--- src/gpu_params.svh ---
`ifndef GPU_PARAMS_SVH
`define GPU_PARAMS_SVH

// number of cores sharing the SDRAM port
`define GPU_CORE_COUNT 4

// data word on the SDRAM bus and in the host registers
`define GPU_WORD_WIDTH 32

// word address as the host gives it
`define GPU_ADDRESS_WIDTH 16

// byte address driven by a core onto the merged bus
`define GPU_SDRAM_ADDRESS_WIDTH 24

// byte offset of the core region inside SDRAM
`define GPU_SDRAM_OFFSET 30'h3E000000

`endif

--- src/gpu_pkg.sv ---
`include "gpu_params.svh"

package gpu_pkg;

    typedef logic [`GPU_WORD_WIDTH-1:0]          word_t;
    typedef logic [`GPU_ADDRESS_WIDTH-1:0]       core_addr_t;
    typedef logic [`GPU_SDRAM_ADDRESS_WIDTH-1:0] sdram_addr_t;

    // word count of one command, 0 means nothing to do
    typedef logic [5:0]  count_t;
    typedef logic [7:0]  seed_t;
    typedef logic [23:0] result_t;

    // host op codes, 3 behaves like idle
    typedef logic [1:0] gpu_op_t;
    localparam gpu_op_t OP_IDLE = 2'd0;
    localparam gpu_op_t OP_FILL = 2'd1;
    localparam gpu_op_t OP_SUM  = 2'd2;

    // overlaid on h2f_value
    typedef struct packed {
        gpu_op_t    op;
        count_t     count;
        core_addr_t base;
        seed_t      seed;
    } gpu_cmd_t;

    // overlaid on f2h_value
    typedef struct packed {
        logic       done;
        logic       busy;
        logic [5:0] reserved;
        result_t    result;
    } gpu_status_t;

    // one core's request to the shared port, all zero when not granted
    typedef struct packed {
        sdram_addr_t address;
        logic        read;
        logic        write;
        word_t       writedata;
    } core_bus_t;

    typedef enum logic [2:0] {
        CORE_IDLE,
        CORE_REQUEST,
        CORE_WRITE,
        CORE_READ,
        CORE_DRAIN,
        CORE_DONE
    } core_state_e;

endpackage

--- src/gpu_core.sv ---
`timescale 1ns/1ps

module gpu_core (
    input  logic               clock,
    input  logic               rst_n,

    input  gpu_pkg::word_t     h2f_value,
    output gpu_pkg::word_t     f2h_value,

    output gpu_pkg::core_bus_t bus,
    input  logic               sdram_waitrequest,
    input  gpu_pkg::word_t     sdram_readdata,
    input  logic               sdram_readdatavalid,

    output logic               mem_request,
    input  logic               mem_authorized
);

    gpu_pkg::gpu_cmd_t    host_cmd;
    gpu_pkg::gpu_cmd_t    cmd_q;
    gpu_pkg::core_state_e state;
    gpu_pkg::count_t      issued;
    gpu_pkg::count_t      returned;
    gpu_pkg::count_t      last_index;
    gpu_pkg::result_t     result_q;
    gpu_pkg::result_t     sum_next;
    gpu_pkg::gpu_status_t status;
    gpu_pkg::sdram_addr_t byte_address;
    gpu_pkg::word_t       fill_word;
    logic                 drive_bus;
    logic                 accepted;
    logic                 read_return;

    function automatic logic op_active(gpu_pkg::gpu_op_t op);
        return (op == gpu_pkg::OP_FILL) || (op == gpu_pkg::OP_SUM);
    endfunction

    assign host_cmd = h2f_value;

    // command is captured while idle and stays put for the whole run
    always_ff @(posedge clock) begin
        if (state == gpu_pkg::CORE_IDLE) begin
            cmd_q <= host_cmd;
        end
    end

    // port is held from the request until the last read has come back
    assign mem_request = (state == gpu_pkg::CORE_REQUEST) ||
                         (state == gpu_pkg::CORE_WRITE) ||
                         (state == gpu_pkg::CORE_READ) ||
                         (state == gpu_pkg::CORE_DRAIN);

    assign drive_bus = mem_authorized &&
                       ((state == gpu_pkg::CORE_WRITE) || (state == gpu_pkg::CORE_READ));

    // transfer taken on the first edge without waitrequest
    assign accepted = drive_bus && !sdram_waitrequest;

    // returns only belong to us while reads are outstanding
    assign read_return = sdram_readdatavalid &&
                         ((state == gpu_pkg::CORE_READ) || (state == gpu_pkg::CORE_DRAIN)) &&
                         (returned != issued);

    assign last_index = gpu_pkg::count_t'(cmd_q.count - 1'b1);

    // word address base + index, then to bytes
    assign byte_address = (gpu_pkg::sdram_addr_t'(cmd_q.base) +
                           gpu_pkg::sdram_addr_t'(issued)) << 2;

    // seed in every byte plus the word index
    assign fill_word = {4{cmd_q.seed}} + gpu_pkg::word_t'(issued);

    assign sum_next = result_q + sdram_readdata[23:0];

    always_comb begin
        bus = '0;
        if (drive_bus) begin
            bus.address = byte_address;
            bus.read    = (state == gpu_pkg::CORE_READ);
            bus.write   = (state == gpu_pkg::CORE_WRITE);
            if (state == gpu_pkg::CORE_WRITE) begin
                bus.writedata = fill_word;
            end
        end
    end

    always_ff @(posedge clock) begin
        if (!rst_n) begin
            state    <= gpu_pkg::CORE_IDLE;
            issued   <= '0;
            returned <= '0;
            result_q <= '0;
        end else begin
            case (state)
                gpu_pkg::CORE_IDLE: begin
                    issued   <= '0;
                    returned <= '0;
                    result_q <= '0;
                    if (op_active(host_cmd.op)) begin
                        // empty run needs no port at all
                        if (host_cmd.count == '0) begin
                            state <= gpu_pkg::CORE_DONE;
                        end else begin
                            state <= gpu_pkg::CORE_REQUEST;
                        end
                    end
                end

                gpu_pkg::CORE_REQUEST: begin
                    if (mem_authorized) begin
                        if (cmd_q.op == gpu_pkg::OP_FILL) begin
                            state <= gpu_pkg::CORE_WRITE;
                        end else begin
                            state <= gpu_pkg::CORE_READ;
                        end
                    end
                end

                gpu_pkg::CORE_WRITE: begin
                    if (accepted) begin
                        issued   <= issued + 1'b1;
                        // fill result ends up equal to the count
                        result_q <= result_q + 1'b1;
                        if (issued == last_index) begin
                            state <= gpu_pkg::CORE_DONE;
                        end
                    end
                end

                gpu_pkg::CORE_READ: begin
                    if (accepted) begin
                        issued <= issued + 1'b1;
                        if (issued == last_index) begin
                            state <= gpu_pkg::CORE_DRAIN;
                        end
                    end
                    if (read_return) begin
                        returned <= returned + 1'b1;
                        result_q <= sum_next;
                    end
                end

                gpu_pkg::CORE_DRAIN: begin
                    // all reads issued, wait for the rest of the data
                    if (read_return) begin
                        returned <= returned + 1'b1;
                        result_q <= sum_next;
                        if (returned == last_index) begin
                            state <= gpu_pkg::CORE_DONE;
                        end
                    end
                end

                gpu_pkg::CORE_DONE: begin
                    // result held until the host drops the command
                    if (!op_active(host_cmd.op)) begin
                        result_q <= '0;
                        state    <= gpu_pkg::CORE_IDLE;
                    end
                end

                default: begin
                    state <= gpu_pkg::CORE_IDLE;
                end
            endcase
        end
    end

    always_comb begin
        status        = '0;
        status.done   = (state == gpu_pkg::CORE_DONE);
        status.busy   = mem_request;
        status.result = result_q;
    end

    assign f2h_value = status;

endmodule

--- config.mk ---
export PLATFORM = sky130hd
export DESIGN_NAME = gpu_core
export DESIGN_NICKNAME = d
export VERILOG_FILES = /design/src/gpu_pkg.sv /design/src/gpu_core.sv
export VERILOG_INCLUDE_DIRS = /design/src /design/src/src
export SDC_FILE = /design/constraint.sdc
export NUM_CORES = 1
export LEC_CHECK = 0
export BUFFER_PORTS_ARGS = -buffer_cell sky130_fd_sc_hd__buf_2
export CORE_ASPECT_RATIO = 1.25
export CORE_MARGIN = 2
export CORE_UTILIZATION = 50
export CTS_BUF_LIST = sky130_fd_sc_hd__clkbuf_2 sky130_fd_sc_hd__clkbuf_4 sky130_fd_sc_hd__clkbuf_8
export CTS_CLUSTER_SIZE = 28
export DETAILED_ROUTE_END_ITERATION = 8
export PLACE_DENSITY = 0.79
export SLEW_MARGIN = 20
export SYNTH_ARGS = -nofsm -noshare
export SYNTH_HDL_FRONTEND = slang
export SYNTH_SLANG_ARGS = --single-unit
export TNS_END_PERCENT = 10
--- constraint.sdc ---
create_clock -name clock -period 4.3 [get_ports clock]
set_input_delay 0.215 -clock clock [delete_from_list [all_inputs] [get_ports clock]]
set_output_delay 0.215 -clock clock [all_outputs]
set_load 0.005 [all_outputs]
==> results.tsv, run 1 <==
stage	metric	value	unit
critical_path	crit_path_top_delay_cell	dfxtp_1	
routing	finalWirelength	13000	um
power_and_ir_drop	pwr_density_cell	450	nW/um^2
placement	portBuffers	138	
placement	placed_cell_area	6140	sq um
yosys	ys_ff_latch	71	
global_route	grt_usage	0.224	
critical_path	worst-path-buf-inv	0	
routing	vias	4858	
cts	root_buffer	clkbuf_8	
sta	fin_crit_sh	0.866	
cts	clock-sinks	71	
placement	dp_hpwl	10100	um
sta	rsz0062_at_grt	no	
cts	cts_inserted_buffers	9	
global_route	grt_max_degree	27	
sta	min_period	3.72	ns
yosys	seq_area_frac_synth	0.319	
global_route	grt_pass1_vias	4763	
yosys	netlist_area	5450	sq um
critical_path	cp_cell_sequence	nor3b_2 > a21o_2 > nand2b_1 > ha_1 > fa_1 > a21oi_2 > o211ai_1 > a31o_2 > a41oi_2 > o21ai_2 > a2111oi_2 > a41oi_1 > o21ai_1	
sta	worst_slew_pin_slew	0.650	ns
yosys	yosysTopAreaCell	edfxtp_1	
power_and_ir_drop	irDropWorstVdd	0.000233	V
routing	route.detailed.drc	0	
sta	finalHoldViolCount	0	
yosys	synth.distinct_cells	68	
cts	clk_path_buf_depth	2	
cts	path_clk_slew	0.08	ns
placement	gp_congestion	0.891	
sta	holdWs	0.0489	ns
critical_path	endpoint_kind	flip-flop	
yosys	synth.area.top_cells	edfxtp_1, dfxtp_1, ha_1	
critical_path	crit_type	reg -> reg	
status	status	complete, no violations	
yosys	synth_top_area_frac	0.176	
yosys	synth_area_per_cell	8.92	sq um
routing	wl_per_cell	14.9	um
yosys	async_flop_share	0	
critical_path	worstPathArrival	4.01	ns
critical_path	cp.required	4.58	ns
power_and_ir_drop	p_leak	2.94	nW
yosys	netlist_instances	611	
cts	tritoncts	built	
critical_path	cp_slowest_stage_delay	0.57	ns
yosys	synth_ff_type	dfxtp_1	
cts	clock_latency	0.35	ns
die	rows	42	
layout	diodes	0	
routing	postRouteAntennaNets	0	
global_route	grt.overflow.total	0	
layout	area_growth	16.3	%
sta	clock.fmax	269	MHz
die	die_h	121	um
die	dieArea	11800	sq um
die	coreArea	10600	sq um
die	initial_core_util	0.514	
yosys	synth-edff-count	32	
routing	via_per_inst	5.55	
routing	dr.pass1.iters	5	
sta	finalSetupViolCount	0	
sta	setup_tns	0	ns
cts	post-cts-setup-buffers	0	
die	die_width	97.4	um
die	io_pins	160	
flow_run	drv_cap	0	
critical_path	critPathLaunchType	flip-flop	
global_route	grt_pass1_wl	21600	um
global_route	grt_antenna_before_repair	0	
min_path	hold_class	in -> reg	
critical_path	cp_top_family	compound AO/OA/AOI/OAI gates	
critical_path	cp_max_fo	18	
routing	drt_iter0_markers	172	
sta	maxSlewHeadroom	0.565	
layout	fin_nets	848	
cts	cts.repair.resized	0	
sta	skew	0.0182	ns
sta	final-max-slew-violation-count	0	
cts	postCtsHoldBufs	0	
layout	final_layout_size_suffix_gt1_frac	0.246	
layout	final_area	6340	sq um
yosys	yosysWarnings	0	
cts	htree_levels	3	
[path summary, 6_finish.rpt]
path             endpoint     startpoint  depth (start not counted)  slack [ns]
min             cmd_q[20]  h2f_value[20]                          1        0.05
min reg2reg  result_q[17]   result_q[17]                          2        0.48
max reg2reg  result_q[16]       state[2]                         13        0.58
max          result_q[16]       state[2]                         13        0.58
[placed cells by master, fill, tap and decap left out, drive strengths merged, types with 7 or more instances in the layout]
| cell type | n |
|---|---|
| edfxtp | 32 |
| xor2 | 25 |
| buf | 143 |
| clkbuf | 16 |
| a22oi | 7 |
| ha | 38 |
| and3 | 11 |
| inv | 17 |
| a31oi | 7 |
| nor2 | 49 |
| nand3 | 13 |
| or3 | 8 |
| xnor2 | 43 |
| and2 | 36 |
| nand2b | 7 |
| nand2 | 45 |
| nor2b | 21 |
| a21o | 15 |
| a21oi | 42 |
| nand4 | 9 |
| conb | 13 |
| dfxtp | 39 |
| o21ai | 31 |
| nor3 | 12 |
| nor3b | 8 |
[cells by family (layout without fill, tap and decap cells)]
logic type	after synthesis	after routing	share of synthesized area
flip-flops	71	71	0.319
adder cells (fa/ha/maj)	41	41	0.0982
AO/OA/AOI/OAI	140	140	0.186
AND/OR/NAND/NOR	232	232	0.226
other	1	13	0.000688
buffers and inverters	56	176	0.0569
XOR/XNOR	68	68	0.109
multiplexers	2	2	0.00367
[power breakdown]
part	switching (W)	leakage, nW	internal [W]
Sequential	0.000182	0.634	0.000937
Clock	0.000237	0.105	0.000284
Combinational	0.000724	2.20	0.000487
Total	0.00114	2.94	0.00171
[sequential cells by signal (all words and copies together) (netlist names)]
name / count
state: 3
result_q: 24
issued: 6
cmd_q: 32
returned: 6
[cell usage after synthesis (all sizes together), types with 8 or more instances]
master,count
xor2,25
xnor2,43
nor2b,21
nand2,45
o21ai,31
a21o,15
and2,36
nor3b,8
buf,31
clkbuf,8
nand3,13
or3,8
edfxtp,32
and3,11
inv,17
nor2,49
nand4,9
ha,38
nor3,12
a21oi,42
dfxtp,39
[final cells by class]
| class | instances | area [sq um] |
|---|---|---|
| Clock buffer | 16 | 195 |
| Sequential cell | 71 | 1740 |
| Fill cell | 953 | 4280 |
| Tap cell | 132 | 165 |
| Timing Repair Buffer | 143 | 728 |
| Inverter | 17 | 63.8 |
| Multi-Input combinational cell | 496 | 3440 |
[routing by layer]
layer | wire [um] | global-route usage
met5 | 0 | 0
met4 | 244 | 0.0833
met3 | 881 | 0.0474
met2 | 6610 | 0.407
met1 | 5290 | 0.257
[per-stage QoR]
stage                     setup WS (ns)  instances  total power (W)  utilization
after global routing              0.296        875          0.00306        0.597
after CTS                         0.605        875          0.00287        0.597
after floorplan                    1.27        623          0.00201            -
after global placement            0.771        859          0.00227        0.579
final                             0.578        875          0.00285        0.597
after detailed placement          0.623        859          0.00235        0.579
Note: power is estimated with default switching activity, not from simulation.
==> inputs of run 2 (changes only) <==
--- a/config.mk
+++ b/config.mk
@@ -10,3 +10,2 @@
 export CORE_ASPECT_RATIO = 1.25
-export CORE_MARGIN = 2
 export CORE_UTILIZATION = 50
--- a/constraint.sdc
+++ b/constraint.sdc
@@ -3,2 +3,2 @@
 set_output_delay 0.215 -clock clock [all_outputs]
-set_load 0.005 [all_outputs]
+set_load 0.01 [all_outputs]
==> run 2 against run 1 <==
  * Utilization decreased by 0.071 points
  * Critical path type unchanged
  * Wire length decreased by 4.1%
  * Clock power about the same
  * Worst hold slack got worse by 0.015 ns
  * Sequential cell count unchanged
  * Critical endpoint is now result_q[18]
  * Combinational power about the same
  * Register-to-register slack improved by 0.05 ns
==> results.tsv, run 2 (synthesis gave the netlist of run 1 again) <==
stage	metric	value	unit
min_path	hold_class	in -> reg	
critical_path	cp_cell_sequence	nor3b_2 > a21o_2 > nand2b_1 > ha_1 > fa_1 > a21oi_2 > o211ai_1 > a31o_2 > a41oi_2 > o21ai_2 > a2111oi_0 > o31ai_1	
sta	holdWs	0.0336	ns
sta	maxSlewHeadroom	0.512	
layout	regMostFlops	cmd_q	
cts	clk_path_buf_depth	2	
global_route	grt_pass1_wl	20000	um
cts	tritoncts	built	
layout	top_regs	cmd_q: 32 flops, result_q: 24 flops	
routing	dr.pass1.iters	5	
cts	clock_latency	0.36	ns
layout	fin_util	0.596	
die	die_h	119	um
routing	route.detailed.drc	0	
cts	path_clk_slew	0.08	ns
sta	final-max-slew-violation-count	0	
min_path	hold_start	h2f_value[14]	
sta	skew	0.0132	ns
critical_path	crit_path_top_delay_cell	dfxtp_1	
sta	clock.fmax	272	MHz
critical_path	worstReg2RegStart	state[2]	
die	die_width	95.4	um
critical_path	crit_type	reg -> reg	
sta	finalHoldViolCount	0	
routing	postRouteAntennaNets	0	
routing	finalWirelength	12500	um
global_route	grt.overflow.total	0	
placement	gp_congestion	0.889	
die	initial_core_util	0.514	
sta	fin_crit_sh	0.855	
placement	dp_hpwl	9660	um
routing	drt_iter0_markers	155	
cts	post-cts-setup-buffers	0	
power_and_ir_drop	p_leak	2.93	nW
sta	setup_tns	0	ns
cts	postCtsHoldBufs	0	
critical_path	cp.required	4.54	ns
layout	final_layout_size_suffix_gt1_frac	0.246	
die	dieArea	11300	sq um
layout	final_area	6330	sq um
critical_path	cp_slowest_stage_delay	0.58	ns
layout	final_cell_mix	buf_2, nor2_1, xnor2_1, nand2_1, dfxtp_1	
sta	min_period	3.68	ns
critical_path	critPathLaunchType	flip-flop	
cts	cts_inserted_buffers	9	
global_route	grt_usage	0.223	
global_route	grt_antenna_before_repair	0	
min_path	whs_path_depth	1	
power_and_ir_drop	total_power	0.00287	W
layout	fillers	936	
layout	fin_nets	848	
critical_path	cp_top_family	compound AO/OA/AOI/OAI gates	
cts	clock-sinks	71	
layout	area_growth	16.1	%
layout	multi_input_area	3440	sq um
layout	final_common_cell	buf_2	
die	io_pins	160	
global_route	grt_max_degree	27	
flow_run	drv_cap	0	
critical_path	r2r-end	result_q[18]	
cts	cts.repair.resized	0	
critical_path	cp_num_cells	12	
layout	diodes	0	
critical_path	endpoint_kind	flip-flop	
die	rows	42	
cts	root_buffer	clkbuf_8	
global_route	grt_pass1_vias	4493	
layout	largest_reg_flops	32	
die	coreArea	10600	sq um
cts	htree_levels	3	
routing	via_per_inst	5.48	
power_and_ir_drop	pwr_density_cell	453	nW/um^2
routing	wl_per_cell	14.3	um
routing	vias	4794	
status	status	complete, no violations	
placement	portBuffers	138	
sta	rsz0062_at_grt	no	
critical_path	r2r.worst_path.cells	12	
power_and_ir_drop	irDropWorstVdd	0.000319	V
min_path	holdPathEnd	cmd_q[14]	
sta	worst_slew_pin_slew	0.731	ns
critical_path	cp_max_fo	16	
placement	placed_cell_area	6140	sq um
critical_path	worst-path-buf-inv	0	
layout	seq_area	1740	sq um
sta	finalSetupViolCount	0	
critical_path	worstPathArrival	3.91	ns
critical_path	rrSetupSlack	0.62	ns
-- run 2: cell count changes in the layout (fill, tap and decap cells not counted), sizes merged --
cell	delta
bufinv	+1
clkinv	+6
clkbuf	-7
-- run 2: metrics by stage --
step	worst slack [ns]	cells
detailed placement	0.681	859
global placement	0.791	859
CTS	0.668	875
finish	0.624	875
floorplan	1.27	623
global route	0.387	875
-- run 2: how the worst max path moves through the flow --
stage	to	start
after floorplan	result_q[18]	state[1]
after global placement	result_q[18]	state[2]
after detailed placement	result_q[22]	state[2]
after CTS	result_q[22]	state[2]
after global routing	result_q[22]	state[2]
final	result_q[18]	state[2]
-- run 2: routing by layer --
layer / track usage / wire length (um)
met1: 0.259 / 5230
met2: 0.397 / 6280
met3: 0.0515 / 800
met4: 0.0709 / 184
met5: 0 / 0
-- run 2: layout make-up --
class / instances / share of cell area
Tap cell: 132 / 0.0261
Timing Repair Buffer: 143 / 0.115
Sequential cell: 71 / 0.275
Inverter: 17 / 0.0101
Clock inverter: 7 / 0.0101
Clock buffer: 9 / 0.0196
Multi-Input combinational cell: 496 / 0.544
-- run 2: worst register-to-register path, cell delays in order, from the launching register on --
cell and delay, ns:
dfxtp_1 0.58, nor3b_2 0.31, a21o_2 0.29, nand2b_1 0.10, ha_1 0.22, fa_1 0.42, a21oi_2 0.19, o211ai_1 0.10
a31o_2 0.28, a41oi_2 0.35, o21ai_2 0.16, a2111oi_0 0.46, o31ai_1 0.10
-- run 2: where the power goes --
group | switching (W) | internal [W]
registers | 0.000183 | 0.000937
clock network | 0.000259 | 0.000263
logic | 0.000741 | 0.000487
total | 0.00118 | 0.00169
==> inputs of run 3 (changes only) <==
Settings changed: CORE_UTILIZATION 50 to 48, PLACE_DENSITY 0.79 to 0.85.
==> run 3 against run 2 <==
  * Count of clock-buffer cells in the layout is 1 higher
  * Power is 2.2% higher
  * Final cell count is 0.34% higher
  * Sequential cell count stayed put
  * Non-clock buffer count stayed put
  * Critical path depth stayed put
  * Final area is 0.51% higher
  * First-iteration DRC count is 18% higher
  * Combinational power hardly changed
  * Clock skew is 0.0048 ns higher
  * Worst hold slack better by 0.00073 ns
==> results.tsv, run 3 (synthesis gave the netlist of run 1 again) <==
stage	metric	value	unit
status	status	complete, no violations	
routing	route.detailed.drc	0	
cts	cts_inserted_buffers	9	
critical_path	crit_path_top_delay_cell	dfxtp_1	
critical_path	cp_slowest_stage_delay	0.57	ns
routing	drt_iter0_markers	183	
sta	final-max-slew-violation-count	0	
cts	postCtsHoldBufs	0	
layout	largest_reg_flops	32	
routing	finalWirelength	12100	um
cts	clock-sinks	71	
critical_path	endpoint_kind	flip-flop	
die	coreArea	11100	sq um
sta	skew	0.0180	ns
routing	dr.pass1.iters	5	
global_route	grt_pass1_wl	19600	um
sta	fin_ws	0.514	ns
critical_path	worstPathArrival	4.02	ns
critical_path	cp_max_fo	14	
power_and_ir_drop	p_leak	2.94	nW
die	die_width	97.3	um
die	initial_core_util	0.492	
min_path	hold_class	in -> reg	
layout	diodes	0	
die	die_h	121	um
die	rows	43	
layout	final_common_cell	buf_2	
placement	gp_congestion	0.916	
routing	vias	4740	
critical_path	worst-path-buf-inv	0	
global_route	grt.overflow.total	0	
routing	wl_per_cell	13.7	um
global_route	grt_pass1_vias	4350	
sta	finalSetupViolCount	0	
sta	maxSlewHeadroom	0.561	
routing	postRouteAntennaNets	0	
sta	fin_crit_sh	0.880	
placement	pre_cts_ws	0.635	ns
critical_path	cp.required	4.54	ns
layout	final_cell_mix	buf_2, nor2_1, xnor2_1, nand2_1, dfxtp_1	
die	io_pins	160	
cts	clk_path_buf_depth	2	
cts	post-cts-setup-buffers	0	
global_route	grt_max_degree	35	
power_and_ir_drop	pwr_density_cell	461	nW/um^2
cts	root_buffer	clkbuf_8	
cts	clock_latency	0.36	ns
sta	clock.fmax	264	MHz
cts	tritoncts	built	
critical_path	critPathLaunchType	flip-flop	
layout	fin_nets	848	
cts	path_clk_slew	0.09	ns
global_route	grt_usage	0.204	
sta	min_period	3.79	ns
critical_path	cp_cell_sequence	nor3b_2 > a21o_2 > nand2b_1 > ha_1 > fa_1 > a21oi_2 > o211ai_1 > a31o_2 > a41oi_2 > o21ai_2 > a2111oi_0 > o31ai_1	
critical_path	cp_top_family	compound AO/OA/AOI/OAI gates	
sta	finalHoldViolCount	0	
placement	dp_hpwl	9310	um
flow_run	drv_cap	0	
cts	htree_levels	3	
placement	portBuffers	138	
layout	area_growth	16.7	%
sta	setup_tns	0	ns
routing	via_per_inst	5.40	
cts	cts.repair.resized	0	
layout	final_layout_size_suffix_gt1_frac	0.245	
die	dieArea	11800	sq um
critical_path	crit_type	reg -> reg	
power_and_ir_drop	irDropWorstVdd	0.000233	V
global_route	grt_antenna_before_repair	0	
layout	top_regs	cmd_q: 32 flops, result_q: 24 flops	
sta	rsz0062_at_grt	no	
sta	worst_slew_pin_slew	0.656	ns
layout	regMostFlops	cmd_q	
## run 3: changes by cell type in the layout (fill, tap and decap cells not counted)
cell	previous run	this run
clkinvlp_4	0	1
clkinv_1	0	1
clkbuf_4	0	1
clkinv_2	5	1
bufinv_16	1	2
## run 3: final cells by class
| cell class | instances | area (sq um) |
|---|---|---|
| multi-input combinational | 496 | 3440 |
| inverter | 17 | 63.8 |
| sequential | 71 | 1740 |
| timing repair buffer | 143 | 728 |
| fill | 1002 | 4720 |
| clock buffer | 10 | 131 |
| clock inverter | 6 | 85.1 |
| tap | 135 | 169 |
## run 3: routing by layer
layer,routed length (um),GRT usage,vias up,part of all wire
met4,235,0.0754,0,0.019
met1,4970,0.234,2151,0.41
met3,685,0.0363,24,0.057
met5,0,0,-,0
li1,-,-,2393,-
met2,6160,0.379,172,0.51
## run 3: final timing paths
kind	startpoint	end	slack, ns	cells past startpoint
max reg2reg	state[2]	result_q[18]	0.51	12
min reg2reg	result_q[20]	result_q[20]	0.47	2
min	h2f_value[17]	cmd_q[17]	0.03	1
max	state[2]	result_q[18]	0.51	12
## run 3: report_power, final
part	internal (W)	total [W]	switching, W
logic	0.000487	0.00122	0.000734
clock network	0.000331	0.000592	0.000261
registers	0.000936	0.00112	0.000182
total	0.00175	0.00293	0.00118
## run 3: per-stage QoR
step / area (sq um) / hold WS [ns] / total power (W) / utilization / std cells
finish: 6360 / 0.0343 / 0.00293 / 0.574 / 878
global route: 6360 / 0.0185 / 0.00314 / 0.574 / 878
CTS: 6360 / 0.0222 / 0.00295 / 0.574 / 878
detailed placement: 6150 / 0.394 / 0.00236 / 0.555 / 862
global placement: 6150 / 0.392 / 0.00233 / 0.555 / 862
floorplan: 5500 / 0.314 / 0.00205 / - / 623
## run 3: worst register-to-register path: stages, from the launching register on
cell	delay, ns
dfxtp_1	0.57
nor3b_2	0.31
a21o_2	0.32
nand2b_1	0.10
ha_1	0.23
fa_1	0.43
a21oi_2	0.20
o211ai_1	0.11
a31o_2	0.28
a41oi_2	0.33
o21ai_2	0.15
a2111oi_0	0.56
o31ai_1	0.11
